**src/rtl/entropy_decoder_config.svh**
```systemverilog
/*
 * Entropy decoder build constants
 * Block geometry, header length, width code packing, bit buffer size
 * and the idle gap between blocks
 */
`ifndef ENTROPY_DECODER_CONFIG_SVH
`define ENTROPY_DECODER_CONFIG_SVH

// Coefficients in one 8x8 block
`define BLOCK_COEFS 64

// Run count byte, unused byte, DC byte
`define HEADER_BYTES 3

// Payload values covered by one width code
`define GROUP_SIZE 4

// Two-bit width codes packed in one width byte
`define CODES_PER_WORD 4

// Payload bit buffer in the unpacker
`define BUFFER_BITS 16

// Idle cycles after block_done before the next block
`define BLOCK_GAP_CYCLES 4

`endif

```
**src/rtl/entropy_decoder_pkg.sv**
```systemverilog
/*
 * Entropy decoder shared types
 * Stream and coefficient types, block header record, sequencer stages
 * and the scan step to block position table
 */
`default_nettype none

package entropy_decoder_pkg;

`include "entropy_decoder_config.svh"

    typedef logic [7:0] byte_t;
    typedef logic signed [7:0] coef_t;
    typedef logic [5:0] scan_index_t;
    typedef logic [5:0] run_count_t;
    typedef logic [1:0] width_code_t;

    // Fields kept from the three header bytes
    typedef struct packed {
        run_count_t run_count;
        coef_t      dc_value;
    } block_header_t;

    // Idle until armed, then wait, start and busy once per block
    typedef enum logic [1:0] {
        STAGE_IDLE  = 2'b00,
        STAGE_WAIT  = 2'b01,
        STAGE_START = 2'b11,
        STAGE_BUSY  = 2'b10
    } dec_stage_t;

    // ----------------------------------------------------------------
    // Scan order, step 0 is the DC position
    // ----------------------------------------------------------------
    localparam scan_index_t SCAN_TABLE [0:`BLOCK_COEFS-1] = '{
         0, 40, 33, 26, 19, 12,  5,  4,
        11, 18, 25, 32, 24, 17, 10,  3,
         2,  9, 16,  8,  1, 63, 62, 55,
        47, 54, 61, 60, 53, 46, 39, 31,
        38, 45, 52, 59, 58, 51, 44, 37,
        30, 23, 15, 22, 29, 36, 43, 50,
        57, 56, 49, 42, 35, 28, 21, 14,
         7,  6, 13, 20, 27, 34, 41, 48
    };

    function automatic scan_index_t scan_position(input scan_index_t step);
        return SCAN_TABLE[step];
    endfunction

endpackage

`default_nettype wire

```
**src/rtl/block_sequencer.sv**
```systemverilog
/*
 * Block sequencer
 * Arms on a start pulse, launches one block when source and sink are
 * both ready, then holds off for a fixed gap after the block ends
 */
`timescale 1ns/1ps
`default_nettype none
`include "entropy_decoder_config.svh"

module block_sequencer (
    input  logic clock,
    input  logic reset_n,
    input  logic decompress_start,
    input  logic enc_data_ready,
    input  logic dec_data_fifo_ready,
    input  logic block_done,
    output logic block_start
);
    import entropy_decoder_pkg::*;

    localparam int GAP_W = $clog2(`BLOCK_GAP_CYCLES + 1);
    localparam logic [GAP_W-1:0] GAP_LOAD = GAP_W'(`BLOCK_GAP_CYCLES);

    dec_stage_t       stage;
    logic [GAP_W-1:0] gap_count;

    always_ff @(posedge clock or negedge reset_n) begin
        if (!reset_n) begin
            stage     <= STAGE_IDLE;
            gap_count <= '0;
        end else begin
            case (stage)
                STAGE_IDLE: begin
                    if (decompress_start) begin
                        stage <= STAGE_WAIT;
                    end
                end
                STAGE_WAIT: begin
                    if (enc_data_ready && dec_data_fifo_ready) begin
                        stage <= STAGE_START;
                    end
                end
                STAGE_START: begin
                    stage <= STAGE_BUSY;
                end
                STAGE_BUSY: begin
                    // Gap counter only runs once the block has finished
                    if (block_done) begin
                        gap_count <= GAP_LOAD;
                    end else if (gap_count != '0) begin
                        gap_count <= gap_count - 1'b1;
                        if (gap_count == GAP_W'(1)) begin
                            stage <= STAGE_WAIT;
                        end
                    end
                end
                default: begin
                    stage <= STAGE_IDLE;
                end
            endcase
        end
    end

    assign block_start = (stage == STAGE_START);

endmodule

`default_nettype wire

```
**src/rtl/header_parser.sv**
```systemverilog
/*
 * Block header parser
 * Requests the header bytes of each block and keeps the run count
 * from byte 0 and the DC value from byte 2
 */
`timescale 1ns/1ps
`default_nettype none
`include "entropy_decoder_config.svh"

module header_parser (
    input  logic                               clock,
    input  logic                               reset_n,
    input  logic                               block_start,
    input  logic                               enc_data_ready,
    input  entropy_decoder_pkg::byte_t         enc_data,
    output logic                               header_req,
    output entropy_decoder_pkg::block_header_t header,
    output logic                               header_done
);
    localparam int COUNT_W = $clog2(`HEADER_BYTES);
    localparam logic [COUNT_W-1:0] RUN_BYTE  = '0;
    localparam logic [COUNT_W-1:0] DC_BYTE   = COUNT_W'(2);
    localparam logic [COUNT_W-1:0] LAST_BYTE = COUNT_W'(`HEADER_BYTES - 1);

    logic [COUNT_W-1:0] byte_count;
    logic               take;
    logic               last_take;

    assign take      = header_req && enc_data_ready;
    assign last_take = take && (byte_count == LAST_BYTE);

    // ----------------------------------------------------------------
    // Request and byte counter
    // ----------------------------------------------------------------
    always_ff @(posedge clock or negedge reset_n) begin
        if (!reset_n) begin
            header_req  <= 1'b0;
            byte_count  <= '0;
            header_done <= 1'b0;
        end else begin
            header_done <= last_take;
            if (block_start) begin
                header_req <= 1'b1;
                byte_count <= '0;
            end else if (take) begin
                byte_count <= byte_count + 1'b1;
                if (last_take) begin
                    header_req <= 1'b0;
                end
            end
        end
    end

    // ----------------------------------------------------------------
    // Header registers
    // ----------------------------------------------------------------
    always_ff @(posedge clock) begin
        if (take) begin
            // Flag bits 1..0 of byte 0 carry nothing in this format
            if (byte_count == RUN_BYTE) begin
                header.run_count <= enc_data[7:2];
            end
            if (byte_count == DC_BYTE) begin
                header.dc_value <= enc_data;
            end
        end
    end

endmodule

`default_nettype wire

```
**src/rtl/coefficient_unpacker.sv**
```systemverilog
/*
 * Coefficient unpacker
 * Loads the width codes, then pulls payload bytes into a bit buffer
 * and cuts out one sign-extended field per value
 */
`timescale 1ns/1ps
`default_nettype none
`include "entropy_decoder_config.svh"

module coefficient_unpacker (
    input  logic                            clock,
    input  logic                            reset_n,
    input  logic                            block_start,
    input  logic                            header_done,
    input  logic                            payload_start,
    input  logic                            enc_data_ready,
    input  entropy_decoder_pkg::byte_t      enc_data,
    input  entropy_decoder_pkg::run_count_t run_count,
    output logic                            payload_req,
    output entropy_decoder_pkg::coef_t      coef_value,
    output logic                            coef_valid
);
    import entropy_decoder_pkg::*;

    localparam int MAX_VALUES = `BLOCK_COEFS - 1;
    localparam int MAX_GROUPS = (MAX_VALUES + `GROUP_SIZE - 1) / `GROUP_SIZE;
    localparam int MAX_WORDS  = (MAX_GROUPS + `CODES_PER_WORD - 1) / `CODES_PER_WORD;
    localparam int CODE_BITS  = $bits(width_code_t);
    localparam int FIELD_BITS = 1 << CODE_BITS;
    localparam int WORD_BITS  = $bits(byte_t);
    localparam int CODES_W    = MAX_WORDS * `CODES_PER_WORD * CODE_BITS;
    localparam int GROUP_W    = $clog2(MAX_GROUPS + 1);
    localparam int WORD_W     = $clog2(MAX_WORDS + 1);
    localparam int POS_W      = $clog2(`GROUP_SIZE);
    localparam int FILL_W     = $clog2(`BUFFER_BITS + 1);
    localparam run_count_t LAST_STEP      = run_count_t'(MAX_VALUES);
    localparam logic [POS_W-1:0] LAST_POS = POS_W'(`GROUP_SIZE - 1);

    run_count_t              n_values;
    logic [GROUP_W-1:0]      n_groups;
    logic [WORD_W-1:0]       n_words;
    run_count_t              values_left;
    logic [WORD_W-1:0]       word_total;
    logic [WORD_W-1:0]       word_count;
    logic [POS_W-1:0]        group_pos;
    logic [FILL_W-1:0]       fill;
    logic                    armed;
    logic [CODES_W-1:0]      code_reg;
    logic [`BUFFER_BITS-1:0] bit_buf;
    width_code_t             cur_code;
    logic [CODE_BITS:0]      cur_width;
    logic                    codes_loading;
    logic                    codes_ready;
    logic                    fill_req;
    logic                    take;
    logic [FIELD_BITS-1:0]   field;
    coef_t                   field_ext;

    // Payload size of the block, rounded up to whole groups and words
    always_comb begin
        n_values = LAST_STEP - run_count;
        n_groups = GROUP_W'((int'(n_values) + `GROUP_SIZE - 1) / `GROUP_SIZE);
        n_words  = WORD_W'((int'(n_groups) + `CODES_PER_WORD - 1) / `CODES_PER_WORD);
    end

    assign cur_code  = code_reg[CODES_W-1 -: CODE_BITS];
    assign cur_width = {1'b0, cur_code} + 1'b1;

    assign codes_loading = (word_count != word_total);
    assign codes_ready   = !codes_loading && (values_left != '0);
    // Fetch only when the next field is not fully in the buffer
    assign fill_req      = codes_ready && (fill < cur_width);
    assign coef_valid    = armed && codes_ready && (fill >= cur_width);
    assign payload_req   = codes_loading || fill_req;
    assign take          = payload_req && enc_data_ready;

    // Top FIELD_BITS of the buffer, shifted down to the current width
    assign field      = bit_buf[`BUFFER_BITS-1 -: FIELD_BITS];
    assign field_ext  = {{($bits(coef_t) - FIELD_BITS){field[FIELD_BITS-1]}}, field};
    assign coef_value = field_ext >>> (FIELD_BITS - cur_width);

    // ----------------------------------------------------------------
    // Block counters
    // ----------------------------------------------------------------
    always_ff @(posedge clock or negedge reset_n) begin
        if (!reset_n) begin
            values_left <= '0;
            word_total  <= '0;
            word_count  <= '0;
            group_pos   <= '0;
            fill        <= '0;
            armed       <= 1'b0;
        end else if (block_start) begin
            values_left <= '0;
            word_total  <= '0;
            word_count  <= '0;
            group_pos   <= '0;
            fill        <= '0;
            armed       <= 1'b0;
        end else begin
            if (header_done) begin
                values_left <= n_values;
                word_total  <= n_words;
            end
            if (payload_start) begin
                armed <= 1'b1;
            end
            if (take && codes_loading) begin
                word_count <= word_count + 1'b1;
            end
            if (take && fill_req) begin
                fill <= fill + FILL_W'(WORD_BITS);
            end
            if (coef_valid) begin
                values_left <= values_left - 1'b1;
                fill        <= fill - cur_width;
                group_pos   <= (group_pos == LAST_POS) ? '0 : group_pos + 1'b1;
            end
        end
    end

    // ----------------------------------------------------------------
    // Width codes and payload bits
    // ----------------------------------------------------------------
    always_ff @(posedge clock) begin
        if (take && codes_loading) begin
            code_reg[CODES_W-1 - WORD_BITS*word_count -: WORD_BITS] <= enc_data;
        end else if (coef_valid && (group_pos == LAST_POS)) begin
            code_reg <= code_reg << CODE_BITS;
        end
        // New byte lands right below the bits still waiting
        if (take && fill_req) begin
            bit_buf[`BUFFER_BITS-1 - fill -: WORD_BITS] <= enc_data;
        end else if (coef_valid) begin
            bit_buf <= bit_buf << cur_width;
        end
    end

endmodule

`default_nettype wire

```
**src/rtl/coefficient_output.sv**
```systemverilog
/*
 * Coefficient output stage
 * Sends DC, the zero run and the unpacked values in scan order, each
 * tagged with its block position, and flags the end of the block
 */
`timescale 1ns/1ps
`default_nettype none
`include "entropy_decoder_config.svh"

module coefficient_output (
    input  logic                               clock,
    input  logic                               reset_n,
    input  logic                               block_start,
    input  logic                               header_done,
    input  entropy_decoder_pkg::block_header_t header,
    input  entropy_decoder_pkg::coef_t         coef_value,
    input  logic                               coef_valid,
    output logic                               payload_start,
    output entropy_decoder_pkg::coef_t         dec_data,
    output entropy_decoder_pkg::scan_index_t   dec_data_index,
    output logic                               dec_data_en,
    output logic                               block_done
);
    import entropy_decoder_pkg::*;

    localparam int STEP_W = $clog2(`BLOCK_COEFS + 1);
    localparam logic [STEP_W-1:0] LAST_COUNT = STEP_W'(`BLOCK_COEFS);
    localparam run_count_t FULL_RUN = run_count_t'(`BLOCK_COEFS - 1);

    logic [STEP_W-1:0] step;
    run_count_t        zero_left;
    logic              zero_active;
    logic              emit;

    // DC, zeros and payload never overlap in time
    assign emit = header_done || zero_active || coef_valid;

    always_ff @(posedge clock or negedge reset_n) begin
        if (!reset_n) begin
            step          <= '0;
            zero_left     <= '0;
            zero_active   <= 1'b0;
            payload_start <= 1'b0;
            dec_data_en   <= 1'b0;
            block_done    <= 1'b0;
        end else begin
            dec_data_en   <= emit;
            block_done    <= dec_data_en && (step == LAST_COUNT);
            payload_start <= (header_done && (header.run_count == '0))
                          || (zero_active && (zero_left == 6'd1)
                              && (header.run_count != FULL_RUN));
            if (block_start) begin
                step <= '0;
            end else if (emit) begin
                step <= step + 1'b1;
            end
            if (header_done) begin
                zero_left   <= header.run_count;
                zero_active <= (header.run_count != '0);
            end else if (zero_active) begin
                zero_left   <= zero_left - 1'b1;
                zero_active <= (zero_left != 6'd1);
            end
        end
    end

    always_ff @(posedge clock) begin
        if (emit) begin
            dec_data_index <= scan_position(scan_index_t'(step));
            if (header_done) begin
                dec_data <= header.dc_value;
            end else if (zero_active) begin
                dec_data <= '0;
            end else begin
                dec_data <= coef_value;
            end
        end
    end

endmodule

`default_nettype wire

```
**src/rtl/entropy_decoder.sv**
```systemverilog
/*
 * Entropy decoder top level
 * Restores the 64 coefficients of one compressed 8x8 block at a time
 * from a byte stream, with a scan position tag on each output
 */
`timescale 1ns/1ps
`default_nettype none

module entropy_decoder (
    input  logic                             clock,
    input  logic                             reset_n,
    input  logic                             decompress_start,
    input  logic                             enc_data_ready,
    input  entropy_decoder_pkg::byte_t       enc_data,
    input  logic                             dec_data_fifo_ready,
    output logic                             enc_data_req,
    output entropy_decoder_pkg::coef_t       dec_data,
    output logic                             dec_data_en,
    output entropy_decoder_pkg::scan_index_t dec_data_index
);
    import entropy_decoder_pkg::*;

    logic          block_start;
    logic          header_req;
    logic          header_done;
    logic          payload_req;
    logic          payload_start;
    logic          coef_valid;
    logic          block_done;
    block_header_t header;
    coef_t         coef_value;

    // Header and payload phases take turns on the byte stream
    assign enc_data_req = header_req | payload_req;

    block_sequencer sequencer_i (
        .clock               (clock),
        .reset_n             (reset_n),
        .decompress_start    (decompress_start),
        .enc_data_ready      (enc_data_ready),
        .dec_data_fifo_ready (dec_data_fifo_ready),
        .block_done          (block_done),
        .block_start         (block_start)
    );

    header_parser parser_i (
        .clock          (clock),
        .reset_n        (reset_n),
        .block_start    (block_start),
        .enc_data_ready (enc_data_ready),
        .enc_data       (enc_data),
        .header_req     (header_req),
        .header         (header),
        .header_done    (header_done)
    );

    coefficient_unpacker unpacker_i (
        .clock          (clock),
        .reset_n        (reset_n),
        .block_start    (block_start),
        .header_done    (header_done),
        .payload_start  (payload_start),
        .enc_data_ready (enc_data_ready),
        .enc_data       (enc_data),
        .run_count      (header.run_count),
        .payload_req    (payload_req),
        .coef_value     (coef_value),
        .coef_valid     (coef_valid)
    );

    coefficient_output output_i (
        .clock          (clock),
        .reset_n        (reset_n),
        .block_start    (block_start),
        .header_done    (header_done),
        .header         (header),
        .coef_value     (coef_value),
        .coef_valid     (coef_valid),
        .payload_start  (payload_start),
        .dec_data       (dec_data),
        .dec_data_index (dec_data_index),
        .dec_data_en    (dec_data_en),
        .block_done     (block_done)
    );

endmodule

`default_nettype wire

```
**config.mk**
```make
export PLATFORM = sky130hd
export DESIGN_NAME = entropy_decoder
export DESIGN_NICKNAME = d
export VERILOG_FILES = /design/src/rtl/entropy_decoder_pkg.sv /design/src/rtl/block_sequencer.sv /design/src/rtl/header_parser.sv /design/src/rtl/coefficient_unpacker.sv /design/src/rtl/coefficient_output.sv /design/src/rtl/entropy_decoder.sv
export VERILOG_INCLUDE_DIRS = /design/src /design/src/rtl
export SDC_FILE = /design/constraint.sdc
export NUM_CORES = 1
export LEC_CHECK = 0
export ABC_AREA = 1
export BUFFER_PORTS_ARGS = -buffer_cell sky130_fd_sc_hd__buf_2
export CELL_PAD_IN_SITES_DETAIL_PLACEMENT = 1
export CELL_PAD_IN_SITES_GLOBAL_PLACEMENT = 1
export CORE_ASPECT_RATIO = 0.9
export CORE_MARGIN = 1
export CORE_UTILIZATION = 47
export CTS_CLUSTER_SIZE = 24
export DETAILED_ROUTE_END_ITERATION = 6
export MAX_ROUTING_LAYER = met4
export PLACE_DENSITY_LB_ADDON = 0.1
export SLEW_MARGIN = 20
export SYNTH_ARGS = -nofsm -noshare
export SYNTH_HDL_FRONTEND = slang
export SYNTH_SLANG_ARGS = --single-unit
```
**constraint.sdc**
```tcl
create_clock -name clock -period 4.2 [get_ports clock]
set_clock_uncertainty 0.05 [all_clocks]
set_input_delay 1.05 -clock clock [delete_from_list [all_inputs] [get_ports clock]]
set_output_delay 1.05 -clock clock [all_outputs]
set_load 0.05 [all_outputs]
```
Yosys cells after proc, flatten, opt, wreduce, memory -nomap -nowiden --
Memories as Yosys holds them, arrays and structs flattened. A register that Yosys moved wholly into a read port is not among the register bits. Index checks and enable logic that the tools add are counted.
Operators by class: $add $sub $neg 22, order comparisons 2, eq/ne operators 16, shift operators 6, muxes and demuxes 42, bitwise logic cells 4, reduce and logical (&&, ||, !) cells 46
Operators with widths (count):
- negation 32 -> 34 bit | 2
- 2-to-1 mux 32 bit | 2
- variable shift 8 x 34 -> 39 bit, first input constant | 1
- indexed part select 8 x 34 -> 39 bit | 1
- variable shift 8 x 34 -> 23 bit, first input constant | 1
- indexed part select 8 x 34 -> 23 bit | 1
- bitwise mux 32 bit | 1
- 2-to-1 mux 16 bit | 2
- >>> shifter 4 x 32 -> 8 bit | 1
- 2-to-1 mux 6 bit | 5
- nonzero test 2 bit | 11
- 2-to-1 mux 2 bit | 10
- 2-to-1 mux 3 bit | 6
- bitwise mux 16 bit | 1
- 2-to-1 mux 8 bit | 2
- left shift 16 x 3 -> 16 bit | 1
- logical AND 1 bit | 15
- 2-to-1 mux 5 bit | 3
- 2-to-1 mux 7 bit | 2
- nonzero test 6 bit | 2
- subtractor 6 x 1 -> 6 bit, second input constant | 2
- nonzero test 3 bit | 3
- equality test 2 bit, second input constant | 4
- one-hot mux 2 bit (4 select lines) | 1
- 39 further kinds | 58
Word-level totals: register bits after elaboration 116, ROM bits 384, bits of input ports 13, word-level logic and storage cells 161, memories 1
Memory list:
- (name not given) | depth 64, width 6, read ports 1, clocked after memory_dff 1, wr ports 0, RTL line entropy_decoder_pkg.sv:47 | return SCAN_TABLE[step];

Logic depth before layout (Yosys ltp) --
Gate-level depths: netlist (run 1).
depth in word-level cells 13, gate-level depth with buffers 20, depth with buffers taken out 20

Cells and area by module --
A second synthesis (run 1) with hierarchy kept.
Unflattened totals: cell total of the unflattened synthesis 1113, area total of the unflattened synthesis 8461.9 um^2
Modules (own cells, without submodules):
- coefficient_unpacker | instances 1, cells an instance 754, area an instance 5345.1 um^2
- coefficient_output | instances 1, cells an instance 272, area an instance 2150.8 um^2
- header_parser | instances 1, cells an instance 40, area an instance 629.4 um^2
- block_sequencer | instances 1, cells an instance 44, area an instance 325.3 um^2
- entropy_decoder | instances 1, cells an instance 3, area an instance 11.3 um^2

Worst setup path before layout (run 1) --
OpenSTA, ideal clock, no wires.
path kind register -> output, start point register unpacker_i.code_reg[30], end point output port enc_data_req, data arrival time 2.762 ns, data required time 3.100 ns, setup slack 0.338 ns, cell stages (with the launch flop) 14, path buffers 3, cell sequence edfxtp_1 -> inv_1 -> buf_1 -> ha_1 -> clkbuf_1 -> inv_1 -> clkbuf_1 -> ha_1 -> nand2_1 -> o21ai_0 -> nand2_1 -> nand2_1 -> inv_1 -> a211o_1
On the way: word-level cells in the longest chain between the ends 5
Ends and longest elaborated chain:
- from (decl) | RTL line coefficient_unpacker.sv:48 | logic [CODES_W-1:0] code_reg;
- from (signal, indexed assignment) | RTL line coefficient_unpacker.sv:127 | code_reg[CODES_W-1 - WORD_BITS*word_count -: WORD_BITS] <= enc_data;
- from (signal assigned) | RTL line coefficient_unpacker.sv:129 | code_reg <= code_reg << CODE_BITS;
- adder 2 x 1 -> 3 bit | RTL line coefficient_unpacker.sv:67 | assign cur_width = {1'b0, cur_code} + 1'b1;
- < comparator 5 x 3 -> 1 bit | RTL line coefficient_unpacker.sv:72 | assign fill_req = codes_ready && (fill < cur_width);
- logical AND 1 bit | RTL line coefficient_unpacker.sv:72
- logical OR 1 bit | RTL line coefficient_unpacker.sv:74 | assign payload_req = codes_loading || fill_req;
- OR 1 bit | RTL line entropy_decoder.sv:34 | assign enc_data_req = header_req | payload_req;
- to (decl) | RTL line entropy_decoder.sv:16 | output logic enc_data_req,
No other way between the ends.

Worst setup path after layout (run 1) --
Same ends and word-level chain as after synthesis.

==> results.sh, run 1 <==
export IMPL_report_final_setup_viol=0
export IMPL_worst_pin_slew_ns=1.03
export IMPL_antenna_found_initial=1
export IMPL_gr_total_overflow=0
export IMPL_post_synth_and_or_nand_nor_area_fraction_pct=26.0
export IMPL_syn_to_final_growth_pct=11.0
export IMPL_slowest_stage="edfxtp_1"
export IMPL_die_w_um=140
export IMPL_grt_max_degree=47
export IMPL_hpwl_mm=16.7
export IMPL_synth_area_sq_um=8050
export IMPL_startpoint_type="flip-flop"
export IMPL_cts_resized=0
export IMPL_max_stage_delay_ns=0.39
export IMPL_synth_top_family_by_area="simple AND/OR/NAND/NOR gates"
export IMPL_synth_seq_cells=122
export IMPL_period_minus_slack_ns=3.95
export IMPL_wl_per_cell_um=18.4
export IMPL_nFillCells=2064
export IMPL_preCtsSetupSlack_ns=0.723
export IMPL_ys_types=53
export IMPL_cts_sinks=122
export IMPL_max_freq_mhz=253
export IMPL_synth_yosys_seq_area_share_pct=42.7
export IMPL_path_cells="buf_4, ha_1, inv_1, ha_1, a21oi_1, o21ai_0, nand2_1, nand2_1, inv_1, a211o_1, buf_2"
export IMPL_cts_htree_levels=4
export IMPL_clk_transition_reported_paths_ns=0.06
export IMPL_grt_pass1_wl_mm=38.4
export IMPL_portBuffers=28
export IMPL_synth_compound_area_share_pct=16.0
export IMPL_num_rows=45
export IMPL_power_leakage_uw=0.00397
export IMPL_syn_area_per_cell_sq_um=7.85
export IMPL_hp_class="flip-flop to flip-flop"
export IMPL_power_density_nw_per_um2=859
export IMPL_post_cts_buffers=0
export IMPL_setup_tns_ns=0
export IMPL_grt_usage_pct=29.0
export IMPL_maxCapViolCount=0
export IMPL_ir_worst_vdd_uv=463
export IMPL_antenna_left=0
export IMPL_critPathKind="flip-flop to output port"
export IMPL_clockBufferDepth=2
export IMPL_numCtsBuffers=17
export IMPL_coreArea_sq_um=16800
export IMPL_clkLatencyLatePin_ns=0.43
export IMPL_synth_edf_count=76
export IMPL_muxShareOfSynthArea_pct=0.373
export IMPL_worstPathRequired_ns=3.10
export IMPL_drive_above_1_share_pct=11.4
export IMPL_final_nets=1093
export IMPL_crit_buf_inv=4
export IMPL_status="finished clean"
export IMPL_period_share_pct=94.2
export IMPL_hold_buffers=0
export IMPL_yosys_warnings=0
export IMPL_route_detailed_drc=0
export IMPL_arrival_ns=2.85
export IMPL_ff2ff_setup_slack_ns=0.68
export IMPL_die_area_sq_um=17700
export IMPL_initial_utilization_pct=47.8
export IMPL_die_height_um=126
export IMPL_largest_reg_flops=32
export IMPL_crit_fanout=20
export IMPL_slew_headroom_pct=31.1
export IMPL_setup_slack_ns=0.245
export IMPL_root_buffer="clkbuf_16"
export IMPL_syn_nets=1077
export IMPL_worstSetupEndpointType="output port"
export IMPL_vias=7228
export IMPL_cts_tree="done"
export IMPL_io_pin_count=29
export IMPL_syn_inst=1025
export IMPL_vias_per_cell=5.71
export IMPL_synth_main_ff_cell="edfxtp_1"
export IMPL_drt_total_wl_mm=23.4
export IMPL_dr_first_iter_drc_count=487
export IMPL_gp_congestion=0.854
export IMPL_grt_pass1_vias=7282
export IMPL_report_final_slew_viol_count=0
export IMPL_final_cell_mix="nand2_1 (274), o21ai_0 (125), inv_1 (94)"
export IMPL_final_common_cell="nand2_1"
export IMPL_grt_setup_unrepaired="no"
export IMPL_power_total_uw=7670
export IMPL_hold_violations=0
export IMPL_critPathTopFamily="buffers and inverters"
export IMPL_synthAdderAreaFrac_pct=6.16
export IMPL_synthArstFlopShare_pct=37.7
export IMPL_dr_pass1_iters=5
export IMPL_synth_xor_area_share_pct=1.40
## synthesized netlist by cell type (all sizes together), types with 2 or more instances
cell,count,area [sq um]
inv,101,379
nor3,14,75.1
clkbuf,26,97.6
o311ai,2,17.5
nand3,70,398
nor4,3,18.8
clkinv,4,15.0
xnor2,5,51.3
a21boi,2,15.0
o21a,2,15.0
o2111ai,3,26.3
o21ai,142,711
dfrtp,46,1150
nand2,282,1080
o31ai,5,37.5
o211ai,3,22.5
buf,18,105
a22oi,7,52.6
edfxtp,76,2280
mux2i,3,30.0
o221ai,4,35.0
o22ai,14,87.6
a21oi,36,199
nand4,14,87.6
or2,8,50.1
a31oi,3,18.8
ha,38,475
nor2,80,379
xor2,7,61.3
## per-stage QoR
step	area, sq um	instances	hold WS (ns)	utilization (%)
6_report	8930	1266	0.442	53.1
5_1_grt	8930	1266	0.459	53.1
4_1_cts	8930	1265	0.447	53.0
3_5_place_dp	8350	1233	0.427	49.6
3_3_place_gp	8350	1233	0.411	49.6
2_1_floorplan	8050	1025	0.396	-
## worst register-to-register path, cell delays in order (launching register included)
cell and delay, ns:
edfxtp_1 0.35, buf_4 0.24, ha_1 0.20, inv_1 0.17, ha_1 0.38, nand2_1 0.08, o21ai_0 0.25, nand2_1 0.08
nand2_1 0.08, nor2_1 0.07, nor2_4 0.34, nor2_1 0.16, inv_1 0.57, nand2_1 0.20, o21ai_0 0.22
## layer usage
layer	track usage (%)	share of wire, %	up-vias
met1	38.5	48	3551
met3	4.60	3.1	40
li1	-	-	3517
met4	9.83	2.2	0
met2	45.2	47	120
met5	-	0	-
## final cells by class
class	instances	area, sq um	area share [%]
Clock inverter	15	155	1.74
Sequential cell	122	3430	38.4
Timing Repair Buffer	41	240	2.69
Inverter	105	394	4.41
Clock buffer	17	425	4.76
Multi-Input combinational cell	754	4020	45.0
Antenna cell	1	2.50	0.0280
Tap cell	211	264	2.96
## power by group
group	switching, uW	internal [uW]	total [uW]
clock	628	836	1460
combinational	2890	1220	4110
sequential	271	1830	2100
total	3790	3880	7670
## cells by family (layout without fill, tap and decap cells)
| group | count (synthesis) | count (layout) |
|---|---|---|
| compound gates | 229 | 229 |
| xor+xnor | 12 | 12 |
| fa+ha+maj | 39 | 39 |
| buf+inv | 149 | 178 |
| flops | 122 | 122 |
| mux | 3 | 3 |
| other cells | 0 | 1 |
| simple gates | 471 | 471 |
## worst paths after layout
path | end | startpoint | cells past startpoint
setup reg to reg | output_i.step[0] | unpacker_i.code_reg[30] | 14
min in group asynchronous | output_i.zero_left[1] | reset_n | 1
hold reg to reg | sequencer_i.gap_count[2] | sequencer_i.gap_count[2] | 1
max in group asynchronous | output_i.step[4] | reset_n | 1
hold / removal | sequencer_i.gap_count[2] | sequencer_i.gap_count[2] | 1
setup / recovery | enc_data_req | unpacker_i.code_reg[30] | 11
Power figures use the tool's default switching activity.
==> run 2: changes to the inputs <==
--- a/config.mk
+++ b/config.mk
@@ -17,6 +17,7 @@
 export DETAILED_ROUTE_END_ITERATION = 6
 export MAX_ROUTING_LAYER = met4
 export PLACE_DENSITY_LB_ADDON = 0.1
+export RECOVER_POWER = 100
 export SLEW_MARGIN = 20
 export SYNTH_ARGS = -nofsm -noshare
 export SYNTH_HDL_FRONTEND = slang
==> constraint.sdc (replaced) <==
create_clock -name clock -period 3.7 [get_ports clock]
set_clock_uncertainty 0.05 [all_clocks]
set_input_delay 0.925 -clock clock [delete_from_list [all_inputs] [get_ports clock]]
set_output_delay 0.925 -clock clock [all_outputs]
set_load 0.05 [all_outputs]
==> run 2 against run 1 <==
The run now ends with capacitance limit, slew limit left. Cell area fell by 0.35%. Combinational power rose by 12%. Sequential power rose by 14%.
==> results.sh, run 2 (synthesis gave the netlist of run 1 again) <==
export IMPL_hpwl_mm=16.8
export IMPL_clkLatencyLatePin_ns=0.44
export IMPL_grt_usage_pct=28.6
export IMPL_drt_total_wl_mm=23.1
export IMPL_ir_worst_vdd_uv=524
export IMPL_critPathKind="flip-flop to output port"
export IMPL_grt_pass1_wl_mm=38.0
export IMPL_gp_congestion=0.893
export IMPL_root_buffer="clkbuf_16"
export IMPL_route_detailed_drc=0
export IMPL_vias_per_cell=5.69
export IMPL_vias=7203
export IMPL_arrival_ns=2.54
export IMPL_largest_reg_flops=32
export IMPL_hold_violations=0
export IMPL_grt_pass1_vias=7222
export IMPL_die_w_um=140
export IMPL_initial_utilization_pct=47.8
export IMPL_antenna_left=0
export IMPL_grt_setup_unrepaired="no"
export IMPL_final_cell_mix="nand2_1 (276), o21ai_0 (132), inv_1 (95)"
export IMPL_clk_transition_reported_paths_ns=0.06
export IMPL_r2r_end="unpacker_i.bit_buf[11]"
export IMPL_final_common_cell="nand2_1"
export IMPL_period_minus_slack_ns=3.51
export IMPL_power_density_nw_per_um2=981
export IMPL_n_antenna_cell=0
export IMPL_worstHoldEndpoint="unpacker_i.group_pos[1]"
export IMPL_worstSetupEndpointType="output port"
export IMPL_cts_sinks=122
export IMPL_hold_buffers=0
export IMPL_dr_first_iter_drc_count=377
export IMPL_fin_hold_ws_ns=0.434
export IMPL_gr_total_overflow=0
export IMPL_num_rows=45
export IMPL_die_height_um=126
export IMPL_report_final_slew_viol_count=47
export IMPL_coreArea_sq_um=16800
export IMPL_period_share_pct=94.9
export IMPL_max_freq_mhz=285
export IMPL_ff2ff_setup_slack_ns=0.37
export IMPL_worst_pin_slew_ns=2.61
export IMPL_wl_per_cell_um=18.2
export IMPL_portBuffers=28
export IMPL_grt_max_degree=47
export IMPL_crit_fanout=3
export IMPL_antenna_found_initial=0
export IMPL_r2r_start="unpacker_i.fill[1]"
export IMPL_syn_to_final_growth_pct=10.6
export IMPL_reg2reg_depth=15
export IMPL_worstPathRequired_ns=2.72
export IMPL_hp_class="flip-flop to flip-flop"
export IMPL_final_nets=1095
export IMPL_numCtsBuffers=17
export IMPL_power_leakage_uw=0.00389
export IMPL_io_pin_count=29
export IMPL_cts_htree_levels=4
export IMPL_maxCapViolCount=1
export IMPL_dr_pass1_iters=5
export IMPL_preCtsSetupSlack_ns=0.493
export IMPL_setup_slack_ns=0.190
export IMPL_drive_above_1_share_pct=8.24
export IMPL_startpoint_type="flip-flop"
export IMPL_status="complete, but fails checks"
export IMPL_min_delay_start="unpacker_i.group_pos[1]"
export IMPL_violations="capacitance limit, slew limit"
export IMPL_report_final_setup_viol=0
export IMPL_slew_headroom_pct=-73.8
export IMPL_die_area_sq_um=17700
export IMPL_clockBufferDepth=2
export IMPL_cts_tree="done"
export IMPL_holdPathStages=2
export IMPL_setup_tns_ns=0
==> run 2: cell count changes in the layout (fill, tap and decap cells not counted), sizes merged <==
| cell | previous run | this run |
|---|---|---|
| bufinv | 1 | 3 |
| clkinv | 7 | 10 |
| inv | 109 | 103 |
| buf | 41 | 15 |
| diode | 1 | 0 |
| clkbuf | 17 | 46 |
==> run 2: worst max-delay path by stage <==
| stage | start | end | slack [ns] |
|---|---|---|---|
| 6_report | unpacker_i.code_reg[30] | enc_data_req | 0.19 |
| 3_3_place_gp | unpacker_i.fill[1] | unpacker_i.bit_buf[13] | 0.50 |
| 4_1_cts | unpacker_i.code_reg[30] | enc_data_req | 0.11 |
| 3_5_place_dp | unpacker_i.code_reg[30] | output_i.step[0] | 0.49 |
| 5_1_grt | unpacker_i.fill[1] | unpacker_i.bit_buf[15] | 0.01 |
| 2_1_floorplan | unpacker_i.code_reg[30] | enc_data_req | 0.08 |
==> run 2: critical path: stages, from the launching register on <==
cell	delay (ns)
edfxtp_1	0.38
inv_1	0.07
ha_1	0.30
inv_1	0.07
ha_1	0.28
nand2_1	0.07
o21ai_1	0.19
nand2_1	0.07
nand2_1	0.08
inv_1	0.08
a211o_1	0.30
buf_2	0.22
==> run 2: timing repair <==
item                                    4_1_cts  5_1_grt
gates resized for setup                       0        1
buffers inserted                              0        0
endpoints found under the setup margin        0        1
endpoints found under the hold margin         0        0
==> run 2: stage by stage <==
stage	cells	cell area, sq um	power (uW)	util [%]
floorplan	1025	8050	5760	-
global placement	1235	8360	6920	49.7
detailed placement	1235	8360	7040	49.7
CTS	1267	8960	8800	53.2
global route	1267	8900	9430	52.9
finish	1267	8900	8730	52.9
==> run 2: final cells by class <==
cell class | count | area (sq um)
fillers | 2102 | 7930
multi-input cells | 754 | 4000
flip-flops and latches | 122 | 3430
clock buffers | 18 | 429
inverters | 105 | 394
well taps | 211 | 264
repair buffers | 43 | 210
clock inverters | 14 | 170
==> run 2: per-layer routing <==
metal	vias to the layer above	global-route usage, %	wire [um]
met5	-	-	0
met2	150	43.9	10600
met4	0	11.2	694
li1	3511	-	-
met3	43	4.60	826
met1	3499	37.9	11000
==> run 2: report_power, final <==
group          switching (uW)  total [uW]  internal [uW]
combinational            3270        4620           1350
sequential                320        2400           2080
clock                     655        1710           1060
